<file path="config.mk">
export PLATFORM = sky130hd
export DESIGN_NAME = gfx_demo
export DESIGN_NICKNAME = d
export VERILOG_FILES = /design/src/gfx_pkg.sv /design/src/fb_dbuf_controller.sv /design/src/fb_writer.sv /design/src/gfx_demo.sv /design/src/gfx_test_pattern.sv /design/src/vga_fb_pixel_stream.sv
export SDC_FILE = /design/constraint.sdc
export NUM_CORES = 2
export LEC_CHECK = 0
export BUFFER_PORTS_ARGS = -buffer_cell sky130_fd_sc_hd__buf_2
export CORE_UTILIZATION = 40
export CTS_CLUSTER_DIAMETER = 60
export DETAILED_ROUTE_END_ITERATION = 7
export GPL_ROUTABILITY_DRIVEN = 0
export PLACE_DENSITY = 0.62
export REMOVE_ABC_BUFFERS = 1
export SLEW_MARGIN = 20
export SYNTH_ARGS = -nofsm -noshare
export SYNTH_HDL_FRONTEND = slang
export SYNTH_MEMORY_MAX_BITS = 65536
export SYNTH_SLANG_ARGS = --single-unit
</file>
<file path="constraint.sdc">
create_clock -name clk -period 10.5 [get_ports clk]
set_input_delay 3.15 -clock clk [delete_from_list [all_inputs] [get_ports clk]]
set_output_delay 3.15 -clock clk [all_outputs]
set_load 0.005 [all_outputs]
</file>
<file path="src/gfx_pkg.sv">
package gfx_pkg;

  // active raster
  localparam int fb_width = 16;
  localparam int fb_height = 12;

  // full raster including blanking
  localparam int h_total = 20;
  localparam int v_total = 14;

  // sync placement, active high
  localparam int h_sync_start = 17;
  localparam int h_sync_len = 2;
  localparam int v_sync_start = 12;
  localparam int v_sync_len = 1;

  // one bank holds a whole frame
  localparam int fb_depth = fb_width * fb_height;
  localparam int fb_addr_bits = 8;

  localparam int pixel_bits = 12;
  localparam int color_bits = 4;

  // position widths inside the active area and raster counter width
  localparam int fb_x_bits = 4;
  localparam int fb_y_bits = 4;
  localparam int cnt_bits = 5;

  typedef struct packed {
    logic [color_bits-1:0] red;
    logic [color_bits-1:0] grn;
    logic [color_bits-1:0] blu;
  } rgb_t;

  // memory stores raw, display decodes rgb
  typedef union packed {
    logic [pixel_bits-1:0] raw;
    rgb_t                  rgb;
  } pixel_t;

  typedef struct packed {
    logic [fb_addr_bits-1:0] addr;
    pixel_t                  data;
  } fb_wr_req_t;

  typedef struct packed {
    logic [fb_addr_bits-1:0] addr;
  } fb_rd_req_t;

  typedef struct packed {
    logic [fb_x_bits-1:0] x;
    logic [fb_y_bits-1:0] y;
    pixel_t               color;
  } gfx_pixel_t;

endpackage

</file>
<file path="src/fb_dbuf_controller.sv">
`timescale 1ns/1ps

module fb_dbuf_controller import gfx_pkg::*; (
  input  logic       clk,
  input  logic       reset,
  input  logic       swap,
  input  fb_wr_req_t wr_req,
  input  logic       wr_valid,
  output logic       wr_ready,
  input  fb_rd_req_t rd_req,
  input  logic       rd_valid,
  output pixel_t     rd_data
);

  // two frame banks, index 0 and 1
  pixel_t mem [2][fb_depth];

  // bank currently shown on the display
  logic front;
  logic back;
  logic wr_fire;

  assign back = ~front;

  // hold writes off while the select flips
  assign wr_ready = ~swap;
  assign wr_fire = wr_valid & wr_ready;

  always_ff @(posedge clk) begin
    if (reset) begin
      front <= 1'b0;
    end else if (swap) begin
      front <= ~front;
    end
  end

  // producer side, always the back bank
  always_ff @(posedge clk) begin
    if (wr_fire) begin
      mem[back][wr_req.addr] <= wr_req.data;
    end
  end

  // display side, one cycle read latency
  always_ff @(posedge clk) begin
    if (rd_valid) begin
      rd_data <= mem[front][rd_req.addr];
    end
  end

  // the bank a write lands in is still the back bank afterwards
  a_wr_back: assert property (
    @(posedge clk) disable iff (reset)
    wr_fire |=> (front == $past(front))
  ) else $error("write landed in the front bank");

  a_rd_range: assert property (
    @(posedge clk) disable iff (reset)
    rd_valid |-> (rd_req.addr < fb_addr_bits'(fb_depth))
  ) else $error("read address beyond the framebuffer");

endmodule

</file>
<file path="src/fb_writer.sv">
`timescale 1ns/1ps

module fb_writer import gfx_pkg::*; (
  input  logic       clk,
  input  logic       reset,
  input  gfx_pixel_t pix,
  input  logic       pix_valid,
  output logic       inc,
  output fb_wr_req_t wr_req,
  output logic       wr_valid,
  input  logic       wr_ready
);

  logic [fb_addr_bits-1:0] lin_addr;

  // row-major position inside the bank
  assign lin_addr = fb_addr_bits'(pix.y * fb_width + pix.x);

  // room for a new pixel when empty or draining this cycle
  assign inc = ~wr_valid | wr_ready;

  always_ff @(posedge clk) begin
    if (reset) begin
      wr_valid <= 1'b0;
    end else if (inc) begin
      wr_valid <= pix_valid;
    end
  end

  always_ff @(posedge clk) begin
    if (inc && pix_valid) begin
      wr_req.addr <= lin_addr;
      wr_req.data <= pix.color;
    end
  end

  // a stalled request must not change under the controller
  a_wr_hold: assert property (
    @(posedge clk) disable iff (reset)
    (wr_valid && !wr_ready) |=> (wr_valid && $stable(wr_req))
  ) else $error("write request changed while stalled");

endmodule

</file>
<file path="src/gfx_demo.sv">
`timescale 1ns/1ps

module gfx_demo import gfx_pkg::*; (
  input  logic clk,
  input  logic reset,
  output logic hsync,
  output logic vsync,
  output logic de,
  output rgb_t color
);

  gfx_pixel_t gfx_pix;
  logic       gfx_valid;
  logic       gfx_last;
  logic       gfx_inc;
  fb_wr_req_t wr_req;
  logic       wr_valid;
  logic       wr_ready;
  fb_rd_req_t rd_req;
  logic       rd_valid;
  pixel_t     rd_data;
  logic       swap;
  logic       vsync_start;
  logic       gfx_ready;
  logic       gfx_ready_q;
  logic       gfx_ready_rise;
  logic       frame_done;
  logic       last_pending;
  logic       last_taken;
  logic       last_written;

  gfx_test_pattern u_pattern (
    .clk   (clk),
    .reset (reset),
    .inc   (gfx_inc),
    .swap  (swap),
    .pix   (gfx_pix),
    .valid (gfx_valid),
    .last  (gfx_last)
  );

  fb_writer u_writer (
    .clk       (clk),
    .reset     (reset),
    .pix       (gfx_pix),
    .pix_valid (gfx_valid),
    .inc       (gfx_inc),
    .wr_req    (wr_req),
    .wr_valid  (wr_valid),
    .wr_ready  (wr_ready)
  );

  fb_dbuf_controller u_dbuf (
    .clk      (clk),
    .reset    (reset),
    .swap     (swap),
    .wr_req   (wr_req),
    .wr_valid (wr_valid),
    .wr_ready (wr_ready),
    .rd_req   (rd_req),
    .rd_valid (rd_valid),
    .rd_data  (rd_data)
  );

  // display runs once the first swap has taken effect
  vga_fb_pixel_stream u_stream (
    .clk         (clk),
    .reset       (reset),
    .enable      (gfx_ready_q),
    .rd_req      (rd_req),
    .rd_valid    (rd_valid),
    .rd_data     (rd_data),
    .hsync       (hsync),
    .vsync       (vsync),
    .vsync_start (vsync_start),
    .de          (de),
    .color       (color)
  );

  // the last pixel sits in the writer for a while after the engine hands it over
  assign last_taken = gfx_valid & gfx_inc & gfx_last;
  assign last_written = last_pending & wr_valid & wr_ready;

  always_ff @(posedge clk) begin
    if (reset) begin
      last_pending <= 1'b0;
      gfx_ready <= 1'b0;
      gfx_ready_q <= 1'b0;
      frame_done <= 1'b0;
    end else begin
      if (last_taken) begin
        last_pending <= 1'b1;
      end else if (last_written) begin
        last_pending <= 1'b0;
      end
      if (last_written) begin
        gfx_ready <= 1'b1;
      end
      gfx_ready_q <= gfx_ready;
      // a swap hands the finished frame to the display
      if (swap) begin
        frame_done <= 1'b0;
      end else if (last_written) begin
        frame_done <= 1'b1;
      end
    end
  end

  assign gfx_ready_rise = gfx_ready & ~gfx_ready_q;

  // first swap on startup, then only at vsync with a complete back frame
  assign swap = gfx_ready_rise | (vsync_start & frame_done);

  a_swap_pulse: assert property (
    @(posedge clk) disable iff (reset)
    swap |=> !swap
  ) else $error("swap held high for two cycles");

endmodule

</file>
<file path="src/gfx_test_pattern.sv">
`timescale 1ns/1ps

module gfx_test_pattern import gfx_pkg::*; (
  input  logic       clk,
  input  logic       reset,
  input  logic       inc,
  input  logic       swap,
  output gfx_pixel_t pix,
  output logic       valid,
  output logic       last
);

  logic [fb_x_bits-1:0]  x;
  logic [fb_y_bits-1:0]  y;
  logic [pixel_bits-1:0] frame;
  logic                  done;
  logic                  x_end;
  logic                  at_end;

  assign x_end = (x == fb_x_bits'(fb_width - 1));
  assign at_end = x_end && (y == fb_y_bits'(fb_height - 1));

  // stays quiet after the final pixel until the buffers are swapped
  assign valid = ~done;
  assign last = valid & at_end;

  always_comb begin
    pix.x = x;
    pix.y = y;
    // colour wraps naturally at 12 bits
    pix.color.raw = pixel_bits'(y * fb_width) + pixel_bits'(x) + frame;
  end

  always_ff @(posedge clk) begin
    if (reset) begin
      x <= '0;
      y <= '0;
      frame <= '0;
      done <= 1'b0;
    end else if (swap) begin
      x <= '0;
      y <= '0;
      frame <= frame + 1'b1;
      done <= 1'b0;
    end else if (valid && inc) begin
      if (at_end) begin
        done <= 1'b1;
      end else if (x_end) begin
        x <= '0;
        y <= y + 1'b1;
      end else begin
        x <= x + 1'b1;
      end
    end
  end

endmodule

</file>
<file path="src/vga_fb_pixel_stream.sv">
`timescale 1ns/1ps

module vga_fb_pixel_stream import gfx_pkg::*; (
  input  logic       clk,
  input  logic       reset,
  input  logic       enable,
  output fb_rd_req_t rd_req,
  output logic       rd_valid,
  input  pixel_t     rd_data,
  output logic       hsync,
  output logic       vsync,
  output logic       vsync_start,
  output logic       de,
  output rgb_t       color
);

  logic [cnt_bits-1:0] h_cnt;
  logic [cnt_bits-1:0] v_cnt;
  logic                h_end;
  logic                v_end;
  logic                active;
  logic                h_in_sync;
  logic                v_in_sync;

  assign h_end = (h_cnt == cnt_bits'(h_total - 1));
  assign v_end = (v_cnt == cnt_bits'(v_total - 1));

  // counters sit at the origin until the display is enabled
  always_ff @(posedge clk) begin
    if (reset) begin
      h_cnt <= '0;
      v_cnt <= '0;
    end else if (enable) begin
      if (h_end) begin
        h_cnt <= '0;
        if (v_end) begin
          v_cnt <= '0;
        end else begin
          v_cnt <= v_cnt + 1'b1;
        end
      end else begin
        h_cnt <= h_cnt + 1'b1;
      end
    end
  end

  assign active = enable &&
                  (h_cnt < cnt_bits'(fb_width)) &&
                  (v_cnt < cnt_bits'(fb_height));

  assign h_in_sync = (h_cnt >= cnt_bits'(h_sync_start)) &&
                     (h_cnt < cnt_bits'(h_sync_start + h_sync_len));
  assign v_in_sync = (v_cnt >= cnt_bits'(v_sync_start)) &&
                     (v_cnt < cnt_bits'(v_sync_start + v_sync_len));

  // one read per visible position
  assign rd_valid = active;
  assign rd_req.addr = fb_addr_bits'(v_cnt * fb_width + h_cnt);

  // first cycle of vertical sync, used as the swap point
  assign vsync_start = enable &&
                       (v_cnt == cnt_bits'(v_sync_start)) &&
                       (h_cnt == '0);

  // delayed one cycle to meet the read data
  always_ff @(posedge clk) begin
    if (reset) begin
      hsync <= 1'b0;
      vsync <= 1'b0;
      de <= 1'b0;
    end else begin
      hsync <= enable && h_in_sync;
      vsync <= enable && v_in_sync;
      de <= active;
    end
  end

  // blank outside the active area
  assign color = de ? rd_data.rgb : '0;

endmodule
</file>
Word-level counts from Yosys, hierarchy flattened
Memories as Yosys holds them, arrays and structs flattened. A register that Yosys moved wholly into a read port is not among the register bits.
Index checks and enable logic that the tools add are counted.

operators by class
  add/sub/neg operators = 9
  order comparisons = 9
  equality and inequality tests = 5
  mux-type cells = 15
  bitwise gates (word level) = 18
  reductions and logical operators = 18

operators by type and width
  kind                     count
  $mux W2304               1
  $bmux W12 S8             1
  $demux W12 S8            1
  $mux W12                 4
  $ge A9 B9 Y1 const B     2
  $not A8 Y9               2
  $add A12 B1 Y12 const B  1
  $add A12 B12 Y12         1
  $logic_and A1 B1 Y1      11
  $add A5 B1 Y5 const B    2
  $eq A5 B4 Y1 const B     2
  $lt A5 B4 Y1 const B     2
  $lt A5 B5 Y1 const B     2
  $mux W5                  2
  $add A8 B4 Y9            1
  $lt A9 B1 Y1 const B     1
  $add A4 B1 Y4 const B    2
  $add A8 B4 Y8            1
  $add A8 B5 Y8            1
  $and A1 B1 Y1            8
  $eq A4 B4 Y1 const B     2
  $not A1 Y1               6
  $reduce_and A2 Y1        3
  $eq A5 B5 Y1 const B     1
  9 further kinds          14

storage, ports and cells
  bits in registers = 72
  RAM bits = 4,608
  output and inout bits = 15
  word-level logic and storage cells = 93
  memories kept = 1

memory list
  memory      words  bits a word  read ports  clocked after Yosys merged registers in  write ports  line                      RTL
  u_dbuf.mem  2      2,304        1           1                                        1            fb_dbuf_controller.sv:16  pixel_t mem [2][fb_depth];

Longest topological paths before layout
  word-level depth = 10
  mapped depth = 15

By module
Synthesis repeated with hierarchy kept, for this count alone.

second synthesis, totals
  cells, all modules = 8,906
  area total of the unflattened synthesis = 182,293.6 um^2

modules (own cells, without submodules)
  module               times used  cells an instance  area an instance (um^2)
  fb_dbuf_controller   1           8,609              179,243.2
  gfx_test_pattern     1           152                1,333.8
  vga_fb_pixel_stream  1           105                899.6
  fb_writer            1           25                 655.6
  gfx_demo             1           15                 161.4

Worst setup path before layout
OpenSTA, ideal clock, no wires.

  path kind = register -> register
  start point = register u_writer.wr_req[0] (netlist name)
  end point = memory u_dbuf.mem[0][0] in the netlist's numbering, data pin
  arrival = 4.693 ns
  setup slack = 4.681 ns
  cell stages (with the launch flop) = 1
  buffers on the path = 0
  cells stage by stage = edfxtp_1

RTL lines
  item       line
  to (decl)  fb_dbuf_controller.sv:16

No word-level cell before the write port.

==> flow_summary.toml <==
[synthesis]
synth-edff-count = 4640
synth_fa_ha_area_share_pct = 0.143
synth-simple-area-share_pct = 2.24
avgSynthCellArea_um2 = 22.2
synth_compound_area_share_pct = 2.28
synthFlopType = "edfxtp_1"
synth_top_family_by_area = "multiplexers"
netlist_area_mm2 = 0.181
synthMuxAreaShare_pct = 16.0
ys.warnings.count = 0
synth-seq-cells = 4681
netlist-cell-type-count = 76
synth-xor-area-share_pct = 0.155
async_reset_ff_share_pct = 0
synth_cells = 8155
synth.area.top_cells = "edfxtp_1 77%, mux4_2 15%, mux2i_1 1.1%"
synth_top_area_share_pct = 77.1
yosysTopAreaCell = "edfxtp_1"
yosysSeqAreaShare_pct = 77.6

[setup_path]
worstPathArrival_ns = 2.63
crit_path_start_kind = "flip-flop"
crit_path_end_kind = "output port"
endpoint = "color[2]"
worstSetupStartpoint = "u_stream.de"
cp_max_fo = 13
cp.required_ns = 7.35
critPathKind = "reg -> out"
timing.rr.end = "u_dbuf.rd_data[6]"
rr_worst_depth = 8
r2r_slack_ns = 4.82

[floorplanning]
die-area_mm2 = 0.454
design.core.area_mm2 = 0.449
rows = 246
die-width_um = 674
die_h_um = 674
initial_core_util_pct = 40.2
ioPinCount = 17

[clocking]
cts_made_buffers = 462
numClockSinks = 4681
cts_hold_buffers = 0
worst_skew_pair.late_latency_ns = 1.02
post_cts_resized = 0
cts_setup_buffers = 0
cts.clk_slew.worst_paths_ns = 0.06
cts_tree = "built"
cts-root-buf = "clkbuf_16"
cts_max_level = 5
cts_max_path_buffers = 4

[final_layout]
synthToLayoutAreaGrowth_pct = 12.9
nNetsFinal = 8462
final_layout_size_suffix_gt1_share_pct = 28.3
fin_area_mm2 = 0.204
final_core_util_pct = 45.4

[sta]
worstMarginPinSlew_ns = 1.30
min_period_over_period_pct = 55.1
tns_ns = 0
post-route-min-period_ns = 5.78
fmax_mhz = 173
final-hold-violation-count = 0
setup_slack_ns = 4.72
maxSlewHeadroom_pct = 13.1
drv_slew = 0
finalSetupViolCount = 0
rsz0062_at_grt = "false"
finClkSkew_ns = 0.0589

[placement]
io_buffers = 16
post_dp_cell_area_mm2 = 0.188
hpwl_um = 299000
place_ws_ns = 4.80

[pwr]
cellPowerDensity_mw_per_mm2 = 182
p_leak_nw = 61.8
peakVddDrop_v = 0.000146

[drt]
drt_iter0_drc = 12191
viasPerCell = 6.01
dr.pass1.iters = 6
drt_wl_total_um = 500000
vias = 88957
postRouteAntennaNets = 0
drc = 0
wire_per_inst_um = 33.8

[global_routing]
grt_pass1_wl_um = 698000
grt_max_degree = 194
track_usage_pct = 21.6
grt_pass1_vias = 88713
grt.overflow.total = 0
antenna_found_initial = 24

[outcome]
status = "finished, final reports clean"

[run]
drv_cap = 0

[hold_path]
min_from = "u_pattern.done"
min_path_type = "reg -> reg"
-- metal layers --
| layer | share of wire [%] | track usage (%) | routed length (um) | up-vias |
|---|---|---|---|---|
| met2 | 48 | 34.3 | 237000 | 4785 |
| met5 | 0.016 | 0 | 82 | - |
| met1 | 38 | 29.5 | 192000 | 48223 |
| met4 | 4.3 | 8.49 | 21600 | 12 |
| li1 | - | - | - | 35029 |
| met3 | 9.7 | 4.54 | 48200 | 908 |
-- through the flow --
| stage | std cells | hold WS (ns) | total power [mW] |
|---|---|---|---|
| final | 14790 | 0.497 | 37.1 |
| after global placement | 13922 | 0.472 | 20.9 |
| after floorplan | 7682 | 0.430 | 20.9 |
| after detailed placement | 13923 | 0.479 | 21.0 |
| after CTS | 14764 | 0.491 | 37.3 |
| after global routing | 14780 | 0.511 | 38.0 |
-- cell usage in the layout (no fill, tap or decap), drive strengths merged, types with 34 or more instances in the layout --
master     n
bufinv    53
nand3     70
dfxtp     41
mux2i    195
a22oi    117
nand2    228
a21oi    108
edfxtp  4640
mux4    1191
inv       34
nor2     499
clkbuf   571
o22ai     64
clkinv   194
a221oi    54
o21ai     67
buf      294
-- cell usage after synthesis (all sizes together) (12+ instances only) --
library cell,count
a211oi,32
a21oi,108
a221oi,54
a22o,27
a22oi,117
a31oi,24
and2,24
buf,283
clkbuf,190
dfxtp,41
edfxtp,4640
ha,19
inv,16
mux2i,195
mux4,1191
nand2,228
nand3,70
nand4,23
nor2,499
nor2b,18
nor3,25
o21ai,67
o221ai,30
o22ai,64
or3,12
xnor2,14
xor2,18
-- registers in the layout, indices dropped and copies added, names as in the netlist, named ones only --
register,cells
frame_done,1
gfx_ready,1
gfx_ready_q,1
last_pending,1
u_dbuf.front,1
u_dbuf.mem,4608
u_dbuf.rd_data,12
u_pattern.done,1
u_pattern.frame,12
u_pattern.x,4
u_pattern.y,4
u_stream.de,1
u_stream.h_cnt,5
u_stream.hsync,1
u_stream.v_cnt,5
u_stream.vsync,1
u_writer.wr_req,20
u_writer.wr_valid,1
-- cells by family after synthesis --
logic type      Yosys count
flops                  4681
mux                    1391
simple gates            949
compound gates          592
buf+inv                 490
xor+xnor                 32
fa+ha+maj                20
-- how the worst min path moves through the flow --
stage                                    to  cells past startpoint
after global placement    u_writer.wr_valid                      1
after global routing            gfx_ready_q                      1
after detailed placement     u_pattern.done                      2
after floorplan                  frame_done                      2
after CTS                    u_pattern.done                      2
final                        u_pattern.done                      2
-- worst max-delay path: stages, from the launching register on --
cell and delay [ns]:
dfxtp_1 0.95, and2_1 0.48, buf_2 0.19
-- power breakdown --
| group | internal, mW | switching, mW |
|---|---|---|
| Sequential | 20.4 | 0.00803 |
| Clock | 9.48 | 7.09 |
| Combinational | 0.0156 | 0.185 |
-- layout make-up --
cell class	instances	area, um2
inverters	17	75.1
diodes	21	52.6
well taps	5952	7450
clock inverters	270	2960
flip-flops and latches	4681	140000
multi-input cells	2984	38500
fillers	36924	245000
repair buffers	294	2600
clock buffers	571	12100
No activity file was read; power rests on OpenSTA's default activity.
